<file path="src/isaPkg.sv">
// --------------------
// instruction set of the 16-bit RISC core
// opcodes, ALU ops, shift codes and the decoded instruction
// --------------------
package isaPkg;

    // word and instruction width, fixed by the instruction format
    localparam int dataWidth   = 16;
    localparam int regNumWidth = 3;
    localparam int imm5Width   = 5;
    localparam int imm8Width   = 8;

    // top three bits of the instruction
    typedef enum logic [2:0] {
        opLdr = 3'b011,
        opStr = 3'b100,
        opAlu = 3'b101,
        opMov = 3'b110
    } opcodeT;

    // op field, bits 12..11
    typedef enum logic [1:0] {
        aluAdd = 2'b00,
        aluCmp = 2'b01,
        aluAnd = 2'b10,
        aluMvn = 2'b11
    } aluOpT;

    // op values under the MOV and memory opcodes
    localparam aluOpT movImmOp = aluAnd;
    localparam aluOpT movRegOp = aluAdd;
    localparam aluOpT memOp    = aluAdd;

    // shift applied to the B operand
    typedef enum logic [1:0] {
        shNone       = 2'b00,
        shLeft       = 2'b01,
        shRightLogic = 2'b10,
        shRightArith = 2'b11
    } shiftT;

    // fields after decode, 42 bits
    typedef struct packed {
        opcodeT                 opcode;
        aluOpT                  op;
        shiftT                  shift;
        logic [regNumWidth-1:0] regNum;
        logic [dataWidth-1:0]   sximm5;
        logic [dataWidth-1:0]   sximm8;
    } decodedT;

endpackage

</file>
<file path="src/ctrlPkg.sv">
// --------------------
// controller description of the core
// states, control word, status flags and memory request
// --------------------
package ctrlPkg;

    import isaPkg::*;

    // widest address the memory request can carry
    localparam int maxAddrWidth = 8;

    typedef enum logic [4:0] {
        stFetch, stLoadIr,
        stMovImm, stLoadB, stComputeB,
        stReadRn, stLoadA, stCompute, stCompare, stWriteBack,
        stMemAddr, stMemRead, stLoadWb,
        stReadRd, stStoreB, stMemWrite,
        stPcInc
    } stateT;

    // which instruction field names the register
    typedef enum logic [1:0] {selRn = 2'b00, selRd = 2'b01, selRm = 2'b10} regSelT;

    // register write data source
    typedef enum logic [1:0] {srcMdata = 2'b00, srcImm8 = 2'b01, srcC = 2'b11} writeSrcT;

    // 15-bit control word, one per FSM state
    typedef struct packed {
        regSelT   nsel;
        writeSrcT vsel;
        logic     loadA;
        logic     loadB;
        logic     write;
        logic     asel;
        logic     bsel;
        logic     loadS;
        logic     loadC;
        logic     loadPc;
        logic     msel;
        logic     mwrite;
        logic     loadIr;
    } ctrlWordT;

    typedef struct packed {
        logic overflow;
        logic negative;
        logic zero;
    } statusT;

    typedef struct packed {
        logic [maxAddrWidth-1:0] addr;
        logic [dataWidth-1:0]    wdata;
        logic                    write;
    } memReqT;

endpackage

</file>
<file path="src/controlFsm.sv">
// --------------------
// instruction sequencing FSM
// Moore control word, one state per cycle
// --------------------
`timescale 1ns/100ps

module controlFsm
    import isaPkg::*, ctrlPkg::*;
(
    input  logic     clk,
    input  logic     rstN,
    input  decodedT  dec,
    output ctrlWordT ctrl
);

    stateT state;
    stateT nextState;

    always_ff @(posedge clk) begin
        if (!rstN) begin
            state <= stFetch;
        end else begin
            state <= nextState;
        end
    end

    // --------------------
    // next state
    always_comb begin
        nextState = stFetch;
        case (state)
            stFetch: nextState = stLoadIr;
            // dispatch on the word arriving from memory
            stLoadIr: begin
                case (dec.opcode)
                    opMov: begin
                        if (dec.op == movImmOp) begin
                            nextState = stMovImm;
                        end else if (dec.op == movRegOp) begin
                            nextState = stLoadB;
                        end else begin
                            nextState = stPcInc;
                        end
                    end
                    opAlu:   nextState = stLoadB;
                    opLdr:   nextState = (dec.op == memOp) ? stReadRn : stPcInc;
                    opStr:   nextState = (dec.op == memOp) ? stReadRn : stPcInc;
                    // undefined encodings fall through as no-ops
                    default: nextState = stPcInc;
                endcase
            end
            stMovImm: nextState = stPcInc;
            // MOV shifted and MVN need no A operand
            stLoadB: begin
                if (dec.opcode == opMov || dec.op == aluMvn) begin
                    nextState = stComputeB;
                end else begin
                    nextState = stReadRn;
                end
            end
            stComputeB: nextState = stWriteBack;
            stReadRn:   nextState = stLoadA;
            stLoadA: begin
                if (dec.opcode != opAlu) begin
                    nextState = stMemAddr;
                end else if (dec.op == aluCmp) begin
                    nextState = stCompare;
                end else begin
                    nextState = stCompute;
                end
            end
            stCompute:   nextState = stWriteBack;
            stCompare:   nextState = stPcInc;
            stWriteBack: nextState = stPcInc;
            stMemAddr:   nextState = (dec.opcode == opLdr) ? stMemRead : stReadRd;
            stMemRead:   nextState = stLoadWb;
            stLoadWb:    nextState = stPcInc;
            stReadRd:    nextState = stStoreB;
            stStoreB:    nextState = stMemWrite;
            stMemWrite:  nextState = stPcInc;
            stPcInc:     nextState = stFetch;
            default:     nextState = stFetch;
        endcase
    end

    // --------------------
    // control word, all zero unless the state sets it
    always_comb begin
        ctrl = '0;
        case (state)
            stLoadIr: ctrl.loadIr = 1'b1;
            stMovImm: begin
                ctrl.nsel  = selRn;
                ctrl.vsel  = srcImm8;
                ctrl.write = 1'b1;
            end
            stLoadB: begin
                ctrl.nsel  = selRm;
                ctrl.loadB = 1'b1;
            end
            // zero plus shifted B, or inverted B for MVN
            stComputeB: begin
                ctrl.asel  = 1'b1;
                ctrl.loadC = 1'b1;
            end
            stReadRn: ctrl.nsel = selRn;
            stLoadA: begin
                ctrl.nsel  = selRn;
                ctrl.loadA = 1'b1;
            end
            stCompute: ctrl.loadC = 1'b1;
            stCompare: ctrl.loadS = 1'b1;
            stWriteBack: begin
                ctrl.nsel  = selRd;
                ctrl.vsel  = srcC;
                ctrl.write = 1'b1;
            end
            // effective address Rn + sximm5 into C
            stMemAddr: begin
                ctrl.bsel  = 1'b1;
                ctrl.loadC = 1'b1;
            end
            stMemRead: ctrl.msel = 1'b1;
            stLoadWb: begin
                ctrl.nsel  = selRd;
                ctrl.vsel  = srcMdata;
                ctrl.write = 1'b1;
            end
            stReadRd: ctrl.nsel = selRd;
            stStoreB: begin
                ctrl.nsel  = selRd;
                ctrl.loadB = 1'b1;
            end
            stMemWrite: begin
                ctrl.msel   = 1'b1;
                ctrl.mwrite = 1'b1;
            end
            stPcInc: ctrl.loadPc = 1'b1;
            default: ctrl = '0;
        endcase
    end

endmodule

</file>
<file path="src/cpuTop.sv">
// --------------------
// 16-bit multi-cycle RISC core
// memory sits outside behind a synchronous-read port
// --------------------
`timescale 1ns/100ps

module cpuTop
    import isaPkg::*, ctrlPkg::*;
#(
    parameter int addrWidth = 8
) (
    input  logic                 clk,
    input  logic                 rstN,
    output memReqT               memReq,
    input  logic [dataWidth-1:0] memRdata,
    output statusT               status
);

    ctrlWordT             ctrl;
    decodedT              dec;
    logic [dataWidth-1:0] instr;
    logic [dataWidth-1:0] a;
    logic [dataWidth-1:0] b;
    logic [dataWidth-1:0] c;
    logic [addrWidth-1:0] addr;

    fetchUnit #(.addrWidth(addrWidth)) uFetch (
        .clk(clk), .rstN(rstN), .ctrl(ctrl), .memRdata(memRdata),
        .c(c), .addr(addr), .instr(instr)
    );

    instrDecoder uDecoder (.instr(instr), .nsel(ctrl.nsel), .dec(dec));

    regFile uRegs (
        .clk(clk), .ctrl(ctrl), .dec(dec), .mdata(memRdata),
        .c(c), .a(a), .b(b)
    );

    execUnit uExec (
        .clk(clk), .rstN(rstN), .ctrl(ctrl), .dec(dec),
        .a(a), .b(b), .c(c), .status(status)
    );

    controlFsm uCtrl (.clk(clk), .rstN(rstN), .dec(dec), .ctrl(ctrl));

    // memory port, store data always comes from latch B
    assign memReq.addr  = maxAddrWidth'(addr);
    assign memReq.wdata = b;
    assign memReq.write = ctrl.mwrite;

endmodule

</file>
<file path="src/execUnit.sv">
// --------------------
// execute unit
// shifter, operand select, ALU, flags, C and status registers
// --------------------
`timescale 1ns/100ps

module execUnit
    import isaPkg::*, ctrlPkg::*;
(
    input  logic                 clk,
    input  logic                 rstN,
    input  ctrlWordT             ctrl,
    input  decodedT              dec,
    input  logic [dataWidth-1:0] a,
    input  logic [dataWidth-1:0] b,
    output logic [dataWidth-1:0] c,
    output statusT               status
);

    logic [dataWidth-1:0] bShift;
    logic [dataWidth-1:0] aIn;
    logic [dataWidth-1:0] bIn;
    logic [dataWidth-1:0] bOp;
    logic [dataWidth:0]   sum;
    logic [dataWidth-1:0] aluOut;
    logic                 isSub;
    logic                 carryIntoSign;
    statusT               statusNext;

    // --------------------
    // shifter and operand select
    always_comb begin
        case (dec.shift)
            shNone:       bShift = b;
            shLeft:       bShift = {b[dataWidth-2:0], 1'b0};
            shRightLogic: bShift = {1'b0, b[dataWidth-1:1]};
            shRightArith: bShift = {b[dataWidth-1], b[dataWidth-1:1]};
            default:      bShift = b;
        endcase
    end

    // asel forces a zero first operand for moves
    assign aIn = ctrl.asel ? '0 : a;
    assign bIn = ctrl.bsel ? dec.sximm5 : bShift;

    // --------------------
    // ALU
    // subtract is add of the inverted operand with carry in
    assign isSub = (dec.op == aluCmp);
    assign bOp   = isSub ? ~bIn : bIn;
    assign sum   = {1'b0, aIn} + {1'b0, bOp} + {{dataWidth{1'b0}}, isSub};

    always_comb begin
        case (dec.op)
            aluAdd:  aluOut = sum[dataWidth-1:0];
            aluCmp:  aluOut = sum[dataWidth-1:0];
            aluAnd:  aluOut = aIn & bIn;
            aluMvn:  aluOut = ~bIn;
            default: aluOut = sum[dataWidth-1:0];
        endcase
    end

    // carry into the sign bit recovered from the sign-bit sum
    assign carryIntoSign = aIn[dataWidth-1] ^ bOp[dataWidth-1] ^ sum[dataWidth-1];

    // overflow only means something for add and subtract
    assign statusNext.overflow = (dec.op == aluAdd || isSub) ?
                                 (carryIntoSign ^ sum[dataWidth]) : 1'b0;
    assign statusNext.negative = aluOut[dataWidth-1];
    assign statusNext.zero     = (aluOut == '0);

    // --------------------
    // result and status registers
    always_ff @(posedge clk) begin
        if (ctrl.loadC) begin
            c <= aluOut;
        end
    end

    always_ff @(posedge clk) begin
        if (!rstN) begin
            status <= '0;
        end else if (ctrl.loadS) begin
            status <= statusNext;
        end
    end

endmodule

</file>
<file path="src/fetchUnit.sv">
// --------------------
// fetch unit
// program counter, instruction register and address select
// --------------------
`timescale 1ns/100ps

module fetchUnit
    import isaPkg::*, ctrlPkg::*;
#(
    parameter int addrWidth = 8
) (
    input  logic                 clk,
    input  logic                 rstN,
    input  ctrlWordT             ctrl,
    input  logic [dataWidth-1:0] memRdata,
    input  logic [dataWidth-1:0] c,
    output logic [addrWidth-1:0] addr,
    output logic [dataWidth-1:0] instr
);

    logic [addrWidth-1:0] pc;
    logic [dataWidth-1:0] ir;

    // program counter, steps by one word
    always_ff @(posedge clk) begin
        if (!rstN) begin
            pc <= '0;
        end else if (ctrl.loadPc) begin
            pc <= pc + addrWidth'(1);
        end
    end

    always_ff @(posedge clk) begin
        if (ctrl.loadIr) begin
            ir <= memRdata;
        end
    end

    // data accesses use the effective address held in C
    assign addr = ctrl.msel ? c[addrWidth-1:0] : pc;

    // while the IR loads, pass the arriving word on so the FSM can branch on it
    assign instr = ctrl.loadIr ? memRdata : ir;

endmodule

</file>
<file path="src/instrDecoder.sv">
// --------------------
// instruction decoder
// field slicing, immediate sign extension, register select
// --------------------
`timescale 1ns/100ps

module instrDecoder
    import isaPkg::*, ctrlPkg::*;
(
    input  logic [dataWidth-1:0] instr,
    input  regSelT               nsel,
    output decodedT              dec
);

    logic [regNumWidth-1:0] rn;
    logic [regNumWidth-1:0] rd;
    logic [regNumWidth-1:0] rm;

    // opcode 3 | op 2 | Rn 3 | Rd 3 | shift 2 | Rm 3
    assign rn = instr[10:8];
    assign rd = instr[7:5];
    assign rm = instr[2:0];

    assign dec.opcode = opcodeT'(instr[15:13]);
    assign dec.op     = aluOpT'(instr[12:11]);
    assign dec.shift  = shiftT'(instr[4:3]);

    // immediates overlap the Rd, shift and Rm fields
    assign dec.sximm5 = {{(dataWidth - imm5Width){instr[imm5Width-1]}}, instr[imm5Width-1:0]};
    assign dec.sximm8 = {{(dataWidth - imm8Width){instr[imm8Width-1]}}, instr[imm8Width-1:0]};

    // one register number serves both read and write
    always_comb begin
        case (nsel)
            selRn:   dec.regNum = rn;
            selRd:   dec.regNum = rd;
            selRm:   dec.regNum = rm;
            default: dec.regNum = rn;
        endcase
    end

endmodule

</file>
<file path="src/regFile.sv">
// --------------------
// register file
// eight general registers and the A and B operand latches
// --------------------
`timescale 1ns/100ps

module regFile
    import isaPkg::*, ctrlPkg::*;
(
    input  logic                 clk,
    input  ctrlWordT             ctrl,
    input  decodedT              dec,
    input  logic [dataWidth-1:0] mdata,
    input  logic [dataWidth-1:0] c,
    output logic [dataWidth-1:0] a,
    output logic [dataWidth-1:0] b
);

    logic [dataWidth-1:0] regs [2**regNumWidth];
    logic [dataWidth-1:0] wdata;
    logic [dataWidth-1:0] rdata;

    // write data select
    always_comb begin
        case (ctrl.vsel)
            srcMdata: wdata = mdata;
            srcImm8:  wdata = dec.sximm8;
            srcC:     wdata = c;
            default:  wdata = c;
        endcase
    end

    // read port follows the selected register number
    assign rdata = regs[dec.regNum];

    always_ff @(posedge clk) begin
        if (ctrl.write) begin
            regs[dec.regNum] <= wdata;
        end
        // operand latches
        if (ctrl.loadA) begin
            a <= rdata;
        end
        if (ctrl.loadB) begin
            b <= rdata;
        end
    end

endmodule

</file>
<file path="config.mk">
export PLATFORM = sky130hd
export DESIGN_NAME = cpuTop
export DESIGN_NICKNAME = d
export VERILOG_FILES = /design/src/isaPkg.sv /design/src/ctrlPkg.sv /design/src/controlFsm.sv /design/src/cpuTop.sv /design/src/execUnit.sv /design/src/fetchUnit.sv /design/src/instrDecoder.sv /design/src/regFile.sv
export SDC_FILE = /design/constraint.sdc
export NUM_CORES = 1
export LEC_CHECK = 0
export BUFFER_PORTS_ARGS = -buffer_cell sky130_fd_sc_hd__buf_4
export CAP_MARGIN = 30
export CORE_ASPECT_RATIO = 1.25
export CORE_MARGIN = 5
export CORE_UTILIZATION = 39
export DETAILED_ROUTE_END_ITERATION = 10
export HOLD_SLACK_MARGIN = 0.06
export MAX_ROUTING_LAYER = met4
export PLACE_DENSITY = 0.65
export REMOVE_ABC_BUFFERS = 1
export SLEW_MARGIN = 0
export SYNTH_ARGS = -nofsm -noshare
export SYNTH_HDL_FRONTEND = slang
export SYNTH_SLANG_ARGS = --single-unit
</file>
<file path="constraint.sdc">
create_clock -name clk -period 4.4 [get_ports clk]
set_input_delay 0.88 -clock clk [delete_from_list [all_inputs] [get_ports clk]]
set_output_delay 0.88 -clock clk [all_outputs]
set_load 0.1 [all_outputs]
</file>
# [Word-level counts from Yosys, hierarchy flattened]
# Memory sizes are Yosys's and may differ from the RTL's.
# Index checks and enable logic that the tools add are counted.
[op_classes] addsub=3 n_eq_ne=30 n_mux=34 bitwise_logic=5 n_reduce_logical=16
[ops] cell="16-bit two-way mux" n=4
[ops] cell="16-bit one-hot mux with 4 select lines" n=1
[ops] cell="5-bit one-hot mux with 11 select lines" n=1
[ops] cell="16-bit one-hot mux with 3 select lines" n=1
[ops] cell="5-bit by 4-bit == test with 1-bit output (second input constant)" n=8
[ops] cell="16-bit one-hot mux with 2 select lines" n=1
[ops] cell="5-bit by 3-bit == test with 1-bit output (second input constant)" n=4
[ops] cell="5-bit two-way mux" n=4
[ops] cell="16-bit by 16-bit adder with 17-bit output" n=1
[ops] cell="17-bit by 1-bit adder with 17-bit output" n=1
[ops] cell="16-bit AND" n=1
[ops] cell="16-bit zero test" n=1
[ops] cell="16-bit NOT" n=1
[ops] cell="1-bit two-way mux" n=15
[ops] cell="5-bit one-hot mux with 3 select lines" n=1
[ops] cell="2-bit == test (second input constant)" n=5
[ops] cell="5-bit by 2-bit == test with 1-bit output (second input constant)" n=2
[ops] cell="2-bit OR reduction" n=5
[ops] cell="3-bit == test (second input constant)" n=3
[ops] cell="8-bit by 1-bit adder with 8-bit output (second input constant)" n=1
[ops] cell="2-bit by 1-bit == test with 1-bit output (second input constant)" n=4
[ops] cell="8-bit two-way mux" n=1
[ops] cell="2-bit one-hot mux with 2 select lines" n=2
[ops] cell="2-bit zero test" n=3
[ops] cell="13 further kinds" n=17
[totals] register_bits=80 ram_bits=128 in_bits=18 word_cells=98 mem_count=1
[mem_list] memory="uRegs.regs" words=8 word_bits=16 read_ports=1 rd_ports_with_merged_regs=0 write_ports=1 line_no="regFile.sv:19" rtl="logic [dataWidth-1:0] regs [2**regNumWidth];"

# [Longest topological paths before layout]
# Gate-level depths: netlist of run 1.
[logic_depth] depth_word=13 ltp_mapped=21 depth_no_buf=19

# [Modules after synthesis]
# From an unflattened synthesis of run 1, not the netlist that was laid out.
[unflattened] cells_unflattened=827 hier_area_um2=10780.3
[by_module_without_submodules] module="regFile" n_inst=1 cells_per_inst=284 area_each_um2=6195.9 seq_area_each_um2=4804.6
[by_module_without_submodules] module="execUnit" n_inst=1 cells_per_inst=315 area_each_um2=2593.7 seq_area_each_um2=540.5
[by_module_without_submodules] module="fetchUnit" n_inst=1 cells_per_inst=81 area_each_um2=959.7 seq_area_each_um2=480.5
[by_module_without_submodules] module="controlFsm" n_inst=1 cells_per_inst=95 area_each_um2=656.9 seq_area_each_um2=100.1
[by_module_without_submodules] module="instrDecoder" n_inst=1 cells_per_inst=52 area_each_um2=374.1 seq_area_each_um2=0.0

# [Worst setup path after synthesis of run 1]
# Ideal clock, no wire load.
[synth_timing] path_kind="input to register" from="input memRdata[12]" to="register, netlist name uExec.status[0]" t_arrival_ns=4.199 t_required_ns=4.331 slack_ns=0.132 path_stages=16 path_cell_list="nand4b_1 -> o21ai_0 -> clkbuf_1 -> clkbuf_1 -> xnor2_1 -> ha_1 -> nor2b_1 -> o31a_1 -> o2111ai_1 -> a21oi_1 -> o41a_1 -> xnor2_1 -> mux2i_1 -> nor4_1 -> nand4b_1 -> o21ai_1"
[synth_between] elab_chain_len=7 word_cells_on_any_way=11
[synth_lines] item="from (decl)" line_no="cpuTop.sv:15" rtl="input logic [dataWidth-1:0] memRdata,"
[synth_lines] item="16-bit two-way mux *" line_no="fetchUnit.sv:43" rtl="assign instr = ctrl.loadIr ? memRdata : ir;"
[synth_lines] item="2-bit by 1-bit == test with 1-bit output" line_no="execUnit.sv:49, execUnit.sv:54"
[synth_lines] item="16-bit two-way mux" line_no="execUnit.sv:50" rtl="assign bOp = isSub ? ~bIn : bIn;"
[synth_lines] item="16-bit by 16-bit adder with 17-bit output" line_no="execUnit.sv:51" rtl="assign sum = {1'b0, aIn} + {1'b0, bOp} + {{dataWidth{1'b0}}, isSub};"
[synth_lines] item="17-bit by 1-bit adder with 17-bit output" line_no="execUnit.sv:51"
[synth_lines] item="16-bit one-hot mux with 3 select lines *" line_no="execUnit.sv:54" rtl="case (dec.op)"
[synth_lines] item="named net uExec.aluOut[14]" line_no="execUnit.sv:25" rtl="logic [dataWidth-1:0] aluOut;"
[synth_lines] item="16-bit zero test *" line_no="execUnit.sv:70" rtl="assign statusNext.zero = (aluOut == '0);"
# The timed path passes the listed nets; every way through them passes the cells marked *.
# A chain may end at the register's enable or synchronous reset.

# [Worst setup path in the final report of run 1]
[layout_timing] from="register uCtrl.state[3]" to="register, netlist name uExec.status[0]"
[layout_between] elab_chain_len=12 word_cells_on_any_way=28
[layout_lines] item="from (decl)" line_no="controlFsm.sv:16" rtl="stateT state;"
[layout_lines] item="from (signal assigned)" line_no="controlFsm.sv:21" rtl="state <= stFetch;"
[layout_lines] item="from (signal assigned)" line_no="controlFsm.sv:23" rtl="state <= nextState;"
[layout_lines] item="5-bit by 1-bit == test with 1-bit output" line_no="controlFsm.sv:90" rtl="case (state)"
[layout_lines] item="1-bit two-way mux" line_no="controlFsm.sv:90"
[layout_lines] item="16-bit two-way mux" line_no="fetchUnit.sv:43"
[layout_lines] item="2-bit == test (tied with other cells)" line_no="execUnit.sv:33" rtl="case (dec.shift)"
[layout_lines] item="16-bit one-hot mux with 4 select lines" line_no="execUnit.sv:33"
[layout_lines] item="16-bit two-way mux" line_no="execUnit.sv:44" rtl="assign bIn = ctrl.bsel ? dec.sximm5 : bShift;"
[layout_lines] item="16-bit NOT" line_no="execUnit.sv:50, execUnit.sv:58"
[layout_lines] item="16-bit two-way mux" line_no="execUnit.sv:50"
[layout_lines] item="16-bit by 16-bit adder with 17-bit output" line_no="execUnit.sv:51"
[layout_lines] item="17-bit by 1-bit adder with 17-bit output" line_no="execUnit.sv:51"
[layout_lines] item="16-bit one-hot mux with 3 select lines" line_no="execUnit.sv:54"
[layout_lines] item="16-bit zero test" line_no="execUnit.sv:70"
# Several ways; a longest one is shown, not always the timed one.

==> results of run 1 <==
==> worst paths after layout <==
path | to | slack, ns | depth (start not counted)
hold / removal | uExec.status[2] | 0.48 | 2
hold reg to reg | uExec.status[2] | 0.48 | 2
setup / recovery | uExec.status[0] | 0.17 | 19
setup reg to reg | uExec.status[0] | 0.17 | 19
==> flip-flops by register name, indices dropped and copies added, names as in the netlist <==
| register | cells |
|---|---|
| uFetch.pc | 8 |
| uRegs.b | 16 |
| uRegs.regs | 128 |
| uExec.c | 16 |
| uExec.status | 3 |
| uCtrl.state | 5 |
| uRegs.a | 16 |
| uFetch.ir | 16 |
==> where the power goes <==
group          total, mW  internal, mW  switching, mW
registers           2.74          2.61          0.130
logic               6.56          2.94           3.62
clock network       1.99          1.24          0.749
total               11.3          6.79           4.50
==> timing repair <==
item                                    CTS  global route
setup buffers                             0             5
gates resized for setup                   7            23
hold buffers                              0             0
endpoints found under the setup margin    1             7
pin swaps                                 2            11
==> routing by layer <==
metal,vias up,share of wire [%],track usage [%]
met2,239,51,32.24
li1,3452,-,-
met3,58,5.3,2.322
met1,3621,40,23.30
met5,-,0,-
met4,0,3.1,5.387
==> cells in the final DEF (no fill, tap or decap), drive strengths merged, types with 4 or more instances in the layout <==
master  synthesis  layout
clkinv          0       5
mux2           31      31
bufinv          0       4
dfxtp          32      32
a22oi          11      11
or3             8       8
nand3          18      18
a31oi          13      13
xnor2          22      22
a221o          10      10
o21ai          41      41
mux4           32      32
nand2b          8       8
nor4           10      10
inv            23      24
nand4           5       5
clkbuf         24      30
a21o           11      11
o211ai          6       6
nand2          72      72
mux2i          24      24
and3            8       8
nor2           56      56
ha             22      22
a211oi          7       7
xor2            4       4
and2           22      22
o21a           15      15
buf            18     132
nor2b           6       6
edfxtp        176     176
nor3           21      21
a21oi          36      36
==> logic make-up (layout without fill, tap and decap cells) <==
group	Yosys count	after routing	share of synthesized area, %
and+or+nand+nor	246	246	11.60
DFF	208	208	56.17
AOI/OAI and AO/OA	183	183	12.22
muxes	87	87	12.42
buffers and inverters	65	195	2.645
xor gates and xnor gates	26	26	2.158
adders and majority gates	23	23	2.799
==> worst max-delay path, stage by stage, from the launching register on <==
cell and delay, ns:
sky130_fd_sc_hd__dfxtp_2 0.35, sky130_fd_sc_hd__or3_4 0.45, sky130_fd_sc_hd__o21ai_4 0.19, sky130_fd_sc_hd__and2_4 0.18, sky130_fd_sc_hd__mux2_1 0.36, sky130_fd_sc_hd__a31oi_4 0.18
sky130_fd_sc_hd__xnor2_2 0.14, sky130_fd_sc_hd__inv_1 0.07, sky130_fd_sc_hd__fa_2 0.37, sky130_fd_sc_hd__nor2b_4 0.14, sky130_fd_sc_hd__o31a_1 0.21, sky130_fd_sc_hd__o21ai_1 0.11
sky130_fd_sc_hd__xnor2_1 0.13, sky130_fd_sc_hd__o221a_2 0.27, sky130_fd_sc_hd__nand2_2 0.09, sky130_fd_sc_hd__o211ai_1 0.11, sky130_fd_sc_hd__nor4_2 0.37, sky130_fd_sc_hd__buf_4 0.17
sky130_fd_sc_hd__nand4b_1 0.10, sky130_fd_sc_hd__o21ai_1 0.14
==> final cells by class <==
| class | instances | share of cell area [%] |
|---|---|---|
| well taps | 345 | 3.378 |
| multi-input cells | 565 | 35.28 |
| flip-flops and latches | 208 | 46.39 |
| clock buffers | 30 | 4.944 |
| repair buffers | 132 | 8.126 |
| inverters | 23 | 0.6755 |
| clock inverters | 10 | 1.204 |
==> results.md, run 1 <==
- Outcome: completed
- Post-layout power: 11.29 mW
- Buffers from clock root to sink, at most: 3
- Clock Latency Late Sink: 0.50 ns
- Top cells by instance count after synthesis: 176 x sky130_fd_sc_hd__edfxtp_1, 72 x sky130_fd_sc_hd__nand2_1, 55 x sky130_fd_sc_hd__nor2_1
- Clock-pin slew of the registers on the worst-case setup and hold paths: 0.06 ns
- Fmax achieved: 0.2364 GHz
- Core region area: 26740 um^2
- Type of element capturing the critical path: register
- Setup violation total in the final timing report: 0
- Tightest Pin Transition: 0.9935 ns
- Root Buffer: sky130_fd_sc_hd__clkbuf_16
- Type of the setup path with the least slack: reg -> reg
- Global-route wire length before repair: 43.01 mm
- Number of antenna repair diodes: 0
- Time the final worst path needs with I/O delays and setup: 4.230 ns
- Drt drc: 0
- # clock sinks: 208
- Final RePlAce weighted congestion: 0.9627
- Data arrival time of the worst path: 4.65 ns
- Area occupied by registers: 5928 um^2
- Most instantiated library cell after synthesis: sky130_fd_sc_hd__edfxtp_1
- Die Y-Extent: 193.9 um
- Seq cells post-synth: 208
- Number of antenna violations at the first check in global routing: 0
- Distinct cells, synth: 78
- Number of enable-type register cells in the synthesized netlist: 176
- Number of design-rule violations left by the first detailed-router iteration: 685
- Number of iterations in the first detailed-routing pass: 5
- Cell Rows: 67
- Post-route insts no fill: 1313
- Async set-or-reset flop fraction in the synthesized netlist: 0%
- Layout cell share with drive strength beyond 1: 28.82%
- Vias per cell: 5.613
- Vias in the first global route: 7353
- Number of buffers created by CTS: 22
- Maximum level of the CTS H-tree: 1
- Layout Area Growth over Synthesis: 21.13%
- Pleak: 4.685 nW
- Post-Syn Instances: 838
- Reg-to-Reg Start: uCtrl.state[3]
- Launch instance of the worst min-delay path: uExec.status[2]
- Input/output buffers: 45
- Share of the core filled with cells in the final layout: 47.79%
- Fill cells: 2336
- Top cells by area in the synthesized netlist: sky130_fd_sc_hd__edfxtp_1 50%, sky130_fd_sc_hd__mux4_2 6.8%, sky130_fd_sc_hd__dfxtp_1 6.1%
- Syn_area_per_cell: 12.59 um^2
- Slack of the critical path: 0.1699 ns
- Most area-hungry cell type in the Yosys netlist: sky130_fd_sc_hd__edfxtp_1
- Startpoint type of the worst setup path: register
- Top-level I/O count: 46
- Final Hold Viols: 0
- Data required time at the worst endpoint: 4.82 ns
- Nets@finish: 993
- Top FF cell, synth: sky130_fd_sc_hd__edfxtp_1
- Max FO, Critical Path: 6
- Worst voltage drop across the vdd grid: 0.3687 mV
- Routed length per instance: 21.58 um
- Total detailed-routing wirelength: 28.33 mm
- Hold WC Path Type: reg -> reg
- # Max-Cap Violations: 0
- CTS tree: done
- Post-Route Skew: 0.01237 ns
- Final HPWL from detailed placement: 20.78 mm
- Post-Place Worst Slack: -0.2221 ns
- Final cell area excluding filler cells: 12780 um^2
- DR vias: 7370
- Total area of multi-input combinational cells: 4509 um^2
- Total Die Area: 30460 um^2
- Summed negative setup slack over all endpoints: 0 ns
- Power Density: 883.2 nW/um^2
- Antenna Violating Nets Remaining: 0
- Share of synthesized area occupied by flip-flops and latches: 56.17%
- Post-synth design cell area: 10550 um^2
- Part of the cycle the worst path needs: 96.14%
- Overflow left after global routing: 0
- Chip Width: 157.1 um
- Yosys Warn Count: 0
- Cell count after placement: 1268
- Pins over their slew limit: 0
- Worst slew margin relative to its limit: 33.06%
- Standard cell area after detailed placement: 11850 um^2
- Overall track demand over capacity in global routing: 18.77%
- Effective utilization at floorplan: 39.45%
- Startpoint of the most critical setup path: uCtrl.state[3]
- Minimum hold slack: 0.4813 ns
- Share of Yosys cell area claimed by the top area cell type: 50.09%
- Largest net degree at the start of global routing: 30
Note: power is estimated with default switching activity, not from simulation.
==> run 2: changes to the inputs <==
Settings changed: CORE_ASPECT_RATIO 1.25 to 1.1.
==> run 2 against run 1 <==
Against the previous run:
- register-to-register slack barely moved
- first-iteration DRC count is 1.0% lower
- critical path type unchanged
- sequential power about the same
- via count shrank 0.47%
- setup slack got worse by 0.012 ns
- die area about the same
==> results.md, run 2 (synthesized netlist as in run 1, its figures left out) <==
- Number of antenna violations at the first check in global routing: 0 (unchanged)
- Setup violation total in the final timing report: 0 (unchanged)
- Startpoint type of the worst setup path: register
- Worst voltage drop across the vdd grid: 0.3752 mV (+1.7%)
- Worst slew margin relative to its limit: 35.00% (+1.9 points)
- Area occupied by registers: 5926 um^2 (about the same)
- Tightest Pin Transition: 0.9648 ns (-0.02877 ns)
- Total Die Area: 30440 um^2 (about the same)
- Number of iterations in the first detailed-routing pass: 5 (unchanged)
- Number of antenna repair diodes: 0 (unchanged)
- Root Buffer: sky130_fd_sc_hd__clkbuf_16
- Number of flip-flops in the largest register: 128 (unchanged)
- Layout Area Growth over Synthesis: 20.66%
- Type of element capturing the critical path: register
- Top Family by Delay on Critical Path: compound AO/OA/AOI/OAI gates
- Critical Path, Cell by Cell: or3_4, o21ai_4, and2_4, buf_4, inv_2, mux2i_1, o21ai_2, xor2_2, ha_1, a21oi_2, nand2_1, o2111ai_2, a21oi_2, o41a_1, buf_4, a21o_1, a21oi_1, xnor2_1, o22ai_1
- Die Y-Extent: 182.5 um (-5.9%)
- Largest net degree at the start of global routing: 26 (-13%)
- Chip Width: 166.8 um (+6.2%)
- Reg-to-Reg Start: uCtrl.state[4]
- Data arrival time of the worst path: 4.62 ns (-0.03 ns)
- Routed length per instance: 20.74 um (-3.9%)
- # clock sinks: 208 (unchanged)
- # Max-Cap Violations: 0 (unchanged)
- Total buffers and inverters traversed by the critical path: 3 (+1)
- Final RePlAce weighted congestion: 0.9366 (-2.7%)
- Overflow left after global routing: 0 (unchanged)
- Delay of the slowest cell on the worst path: 0.45 ns (about the same)
- Final HPWL from detailed placement: 20.35 mm (-2.0%)
- Buffers from clock root to sink, at most: 3 (unchanged)
- Cell Rows: 63 (-6.0%)
- Hold WC Path Type: reg -> reg
- CTS tree: done
- Number of design-rule violations left by the first detailed-router iteration: 678 (-1.0%)
- Clock Latency Late Sink: 0.50 ns (about the same)
- Post-Place Worst Slack: -0.09292 ns (+0.1291 ns)
- Max stage delay cell, worst path: sky130_fd_sc_hd__or3_4
- Total area of multi-input combinational cells: 4518 um^2 (+0.19%)
- Max FO, Critical Path: 8 (+2)
- Layout cell share with drive strength beyond 1: 28.98% (+0.16 points)
- Commonest cells after routing, fill and taps aside: 176 x sky130_fd_sc_hd__edfxtp_1, 135 x sky130_fd_sc_hd__buf_4, 72 x sky130_fd_sc_hd__nand2_1
- Vias per cell: 5.515 (-1.7%)
- Antenna Violating Nets Remaining: 0 (unchanged)
- Most common cell after layout, fill and taps aside: sky130_fd_sc_hd__edfxtp_1
- Post-Route Skew: 0.007479 ns (-0.004894 ns)
- Drt drc: 0 (unchanged)
- Global-route wire length before repair: 41.67 mm (-3.1%)
- Startpoint of the most critical setup path: uCtrl.state[4]
- Data required time at the worst endpoint: 4.78 ns (-0.04 ns)
- Clock-pin slew of the registers on the worst-case setup and hold paths: 0.05 ns (about the same)
- Post-layout power: 11.21 mW (-0.70%)
- Effective utilization at floorplan: 39.37% (-0.087 points)
- Slack of the critical path: 0.1574 ns (-0.01248 ns)
- Pins over their slew limit: 0 (unchanged)
- Post-CTS Hold Buffers: 0 (unchanged)
- Fill cells: 2401 (+2.8%)
- Maximum level of the CTS H-tree: 1 (unchanged)
- Fmax achieved: 0.2357 GHz (-0.29%)
- Type of the setup path with the least slack: reg -> reg
- Pleak: 4.669 nW (-0.36%)
- Input/output buffers: 45 (unchanged)
- Number of buffers created by CTS: 23 (+4.5%)
- Outcome: completed
- Power Density: 880.5 nW/um^2 (-0.31%)
- Overall track demand over capacity in global routing: 18.04% (-0.73 points)
- Top-level I/O count: 46 (unchanged)
- Final Hold Viols: 0 (unchanged)
- Vias in the first global route: 7213 (-1.9%)
- Register ranked first by flip-flop count: uRegs.regs
- Part of the cycle the worst path needs: 96.42% (+0.28 points)
- Core region area: 26800 um^2 (+0.22%)
- Nets@finish: 999 (+0.60%)
- Total detailed-routing wirelength: 27.59 mm (-2.6%)
- Time the final worst path needs with I/O delays and setup: 4.243 ns (+0.01248 ns)
- Launch instance of the worst min-delay path: uExec.status[2]
- Share of the core filled with cells in the final layout: 47.50% (-0.29 points)
- DR vias: 7335 (-0.47%)
-- run 2: power by group --
group,internal [mW],switching (mW),total (mW)
Sequential,2.61,0.114,2.72
Clock,1.05,0.735,1.79
Combinational,3.03,3.67,6.70
-- run 2: what timing repair did --
action / 4_1_cts / 5_1_grt
buffers inserted: 0 / 4
endpoints found under the hold margin: 0 / 0
resized for setup: 0 / 25
setup endpoints to repair: 0 / 5
-- run 2: per-stage QoR --
step | hold WS (ns) | cell area, um^2 | setup TNS, ns | cells
final | 0.4657 | 12730 | 0 | 1330
after global routing | 0.4944 | 12730 | -0.04808 | 1330
after CTS | 0.4686 | 12590 | 0 | 1326
after detailed placement | 0.4542 | 11890 | -0.1097 | 1286
after global placement | 0.4498 | 11890 | -0.02873 | 1286
after floorplan | 0.4186 | 10360 | -93.60 | 796
-- run 2: final timing paths --
check / endpoint / slack, ns / cells after the start
max: uExec.status[2] / 0.16 / 19
min: uExec.status[2] / 0.47 / 2
max reg2reg: uExec.status[2] / 0.16 / 19
min reg2reg: uExec.status[2] / 0.47 / 2
-- run 2: per-layer routing --
metal | GRT usage (%) | up-vias | routed length [um]
met2 | 30.58 | 177 | 13720
met5 | - | - | 0
met4 | 5.008 | 0 | 703
met1 | 23.00 | 3651 | 11970
met3 | 2.253 | 48 | 1187
li1 | - | 3459 | -
-- run 2: final cells by class --
| type | count | area share (%) |
|---|---|---|
| well taps | 357 | 3.509 |
| repair buffers | 137 | 8.276 |
| clock buffers | 31 | 4.914 |
| inverters | 23 | 0.6782 |
| clock inverters | 9 | 0.5799 |
| flip-flops and latches | 208 | 46.55 |
| multi-input cells | 565 | 35.49 |
-- run 2: worst reg2reg max path: stages, from the launching register on --
cell and delay [ns]:
sky130_fd_sc_hd__dfxtp_1 0.31, sky130_fd_sc_hd__or3_4 0.45, sky130_fd_sc_hd__o21ai_4 0.20, sky130_fd_sc_hd__and2_4 0.19, sky130_fd_sc_hd__buf_4 0.20, sky130_fd_sc_hd__inv_2 0.12
sky130_fd_sc_hd__mux2i_1 0.15, sky130_fd_sc_hd__o21ai_2 0.26, sky130_fd_sc_hd__xor2_2 0.22, sky130_fd_sc_hd__ha_1 0.29, sky130_fd_sc_hd__a21oi_2 0.16, sky130_fd_sc_hd__nand2_1 0.09
sky130_fd_sc_hd__o2111ai_2 0.24, sky130_fd_sc_hd__a21oi_2 0.11, sky130_fd_sc_hd__o41a_1 0.42, sky130_fd_sc_hd__buf_4 0.15, sky130_fd_sc_hd__a21o_1 0.17, sky130_fd_sc_hd__a21oi_1 0.19
sky130_fd_sc_hd__xnor2_1 0.15, sky130_fd_sc_hd__o22ai_1 0.08
==> run 3: changes to the inputs <==
Settings changed: CORE_UTILIZATION 39 to 40, PLACE_DENSITY 0.65 to 0.66.
==> run 3 against run 2 <==
Against the previous run:
- utilization rose by 1.3 points
- count of clock-buffer cells in the layout fell by 4
- die area fell by 2.4%
- largest cell class unchanged
- largest power group unchanged
==> results.md, run 3 (synthesized netlist as in run 1, its figures left out) <==
- Outcome: completed
- Commonest cells after routing, fill and taps aside: 176 x sky130_fd_sc_hd__edfxtp_1, 128 x sky130_fd_sc_hd__buf_4, 72 x sky130_fd_sc_hd__nand2_1
- Global-route wire length before repair: 41.52 mm (-0.35%)
- Data required time at the worst endpoint: 4.66 ns (-0.12 ns)
- Internal Dissipation: 6.660 mW (-0.47%)
- Startpoint type of the worst setup path: register
- Pins over their slew limit: 0 (unchanged)
- Total detailed-routing wirelength: 27.28 mm (-1.1%)
- Most common cell after layout, fill and taps aside: sky130_fd_sc_hd__edfxtp_1
- NetSw: 4.542 mW (+0.58%)
- Overflow left after global routing: 0 (unchanged)
- Share of total power consumed by net switching: 40.55% (+0.25 points)
- Vias per cell: 5.534 (+0.34%)
- Fraction of power consumed by the clock network: 16.4% (+0.5 points)
- Total Die Area: 29730 um^2 (-2.4%)
- Vias in the first global route: 7213 (unchanged)
- Data arrival time of the worst path: 4.48 ns (-0.14 ns)
- Layout Area Growth over Synthesis: 20.67% (about the same)
- # clock sinks: 208 (unchanged)
- Standard cell area after detailed placement: 11860 um^2 (-0.24%)
- Setup violation total in the final timing report: 0 (unchanged)
- Number of iterations in the first detailed-routing pass: 5 (unchanged)
- Cell Rows: 62 (-1.6%)
- CTS tree: done
- Buffers from clock root to sink, at most: 3 (unchanged)
- Drt drc: 0 (unchanged)
- Top-level I/O count: 46 (unchanged)
- Number of buffers created by CTS: 23 (unchanged)
- Post-CTS Hold Buffers: 0 (unchanged)
- Pleak: 4.647 nW (-0.47%)
- Maximum level of the CTS H-tree: 1 (unchanged)
- Number of design-rule violations left by the first detailed-router iteration: 556 (-18%)
- Post-route insts no fill: 1323 (-0.53%)
- Nets@finish: 995 (-0.40%)
- Number of antenna repair diodes: 0 (unchanged)
- Layout cell share with drive strength beyond 1: 28.94% (-0.043 points)
- Core region area: 26070 um^2 (-2.7%)
- Final HPWL from detailed placement: 19.81 mm (-2.7%)
- Number of flip-flops in the largest register: 128 (unchanged)
- Worst slew margin relative to its limit: 33.89% (-1.1 points)
- Final RePlAce weighted congestion: 0.9668 (+3.2%)
- # Max-Cap Violations: 0 (unchanged)
- Die Y-Extent: 180.3 um (-1.2%)
- Relative contribution of sequential cells to total power: 24.3% (about the same)
- Combinational power share: 59.3% (-0.5 points)
- Cell count after placement: 1278 (-0.62%)
- Antenna Violating Nets Remaining: 0 (unchanged)
- Type of the setup path with the least slack: reg -> reg
- Time the final worst path needs with I/O delays and setup: 4.215 ns (-0.02716 ns)
- Post-Route Skew: 0.01017 ns (+0.002687 ns)
- Fmax achieved: 0.2372 GHz (+0.64%)
- Number of antenna violations at the first check in global routing: 0 (unchanged)
- Overall track demand over capacity in global routing: 18.56% (+0.52 points)
- Fill cells: 2320 (-3.4%)
- Clock Latency Late Sink: 0.52 ns (+0.02 ns)
- Clock-pin slew of the registers on the worst-case setup and hold paths: 0.06 ns (about the same)
- Final cell area excluding filler cells: 12730 um^2 (about the same)
- Effective utilization at floorplan: 40.48% (+1.1 points)
- Input/output buffers: 45 (unchanged)
- Part of the cycle the worst path needs: 95.81% (-0.62 points)
- Chip Width: 164.8 um (-1.2%)
- Max FO, Critical Path: 6 (-2)
- Summed negative setup slack over all endpoints: 0 ns (unchanged)
- Power Density: 879.9 nW/um^2 (about the same)
- Hold WC Path Type: reg -> reg
- Register ranked first by flip-flop count: uRegs.regs
- Largest net degree at the start of global routing: 37 (+42%)
- Final Hold Viols: 0 (unchanged)
- Worst voltage drop across the vdd grid: 0.3942 mV (+5.1%)
- Tightest Pin Transition: 0.9813 ns (+0.01656 ns)
- Routed length per instance: 20.62 um (-0.59%)
- Root Buffer: sky130_fd_sc_hd__clkbuf_16
- Type of element capturing the critical path: register
- DR vias: 7321 (-0.19%)
-- run 3: cell count changes in the layout (fill, tap and decap cells not counted), sizes merged --
cell / previous run / this run
clkbuf: 31 / 27
clkinvlp: 1 / 3
buf: 137 / 133
inv: 24 / 26
clkinv: 6 / 8
-- run 3: power groups by stage --
stage | logic [mW] | clock network [mW] | registers [mW]
floorplan | 4.17 | 0 | 2.79
global placement | 6.32 | 0 | 2.75
detailed placement | 6.33 | 0 | 2.75
CTS | 6.40 | 1.89 | 2.71
global route | 7.19 | 1.97 | 2.74
finish | 6.64 | 1.84 | 2.72
-- run 3: path summary, 6_finish.rpt --
| kind | start | to | slack (ns) | depth (start not counted) |
|---|---|---|---|---|
| max reg2reg | uCtrl.state[4] | uExec.c[13] | 0.18 | 15 |
| min | uFetch.ir[7] | uFetch.ir[7] | 0.47 | 2 |
| min reg2reg | uFetch.ir[7] | uFetch.ir[7] | 0.47 | 2 |
| max | uCtrl.state[4] | uExec.c[13] | 0.18 | 15 |
-- run 3: per-layer routing --
layer | wire [um] | vias to the layer above | track usage, %
li1 | - | 3468 | -
met1 | 11440 | 3592 | 24.28
met2 | 13510 | 216 | 30.80
met3 | 1621 | 45 | 2.745
met4 | 704 | 0 | 4.060
met5 | 0 | - | -
-- run 3: timing repair --
item | in CTS | in global routing
setup endpoints to repair | 0 | 8
gates resized for setup | 0 | 29
setup buffers | 0 | 3
-- run 3: critical path, cell delays in order (launching register included) --
cell and delay [ns]:
sky130_fd_sc_hd__dfxtp_1 0.31, sky130_fd_sc_hd__or3_4 0.43, sky130_fd_sc_hd__o21ai_2 0.18, sky130_fd_sc_hd__and2_4 0.16, sky130_fd_sc_hd__mux2_2 0.35, sky130_fd_sc_hd__a31oi_4 0.21
sky130_fd_sc_hd__xnor2_1 0.10, sky130_fd_sc_hd__buf_4 0.13, sky130_fd_sc_hd__ha_1 0.29, sky130_fd_sc_hd__nand2_1 0.06, sky130_fd_sc_hd__or4b_4 0.56, sky130_fd_sc_hd__a21oi_4 0.30
sky130_fd_sc_hd__a21oi_1 0.13, sky130_fd_sc_hd__a311oi_1 0.35, sky130_fd_sc_hd__mux2i_1 0.31, sky130_fd_sc_hd__nor2_1 0.08
-- run 3: area by class of cell --
class / count / area [um^2] / share of cell area [%]
clock buffer: 27 / 600.6 / 4.717
clock inverter: 15 / 131.4 / 1.032
inverter: 23 / 86.33 / 0.6781
multi-input combinational: 565 / 4511 / 35.43
sequential: 208 / 5927 / 46.56
tap: 352 / 440.4 / 3.459
timing repair buffer: 133 / 1035 / 8.128
-- run 3: metrics by stage --
stage	hold slack (ns)	setup slack (ns)	util (%)	power (mW)
3_5_place_dp	0.4608	-0.07985	45.49	9.084
6_report	0.4698	0.1846	48.84	11.20
3_3_place_gp	0.4507	-0.02856	45.49	9.068
2_1_floorplan	0.4186	-1.294	-	6.963
4_1_cts	0.4741	0.03174	48.30	11.00
5_1_grt	0.5018	-0.007819	48.84	11.89
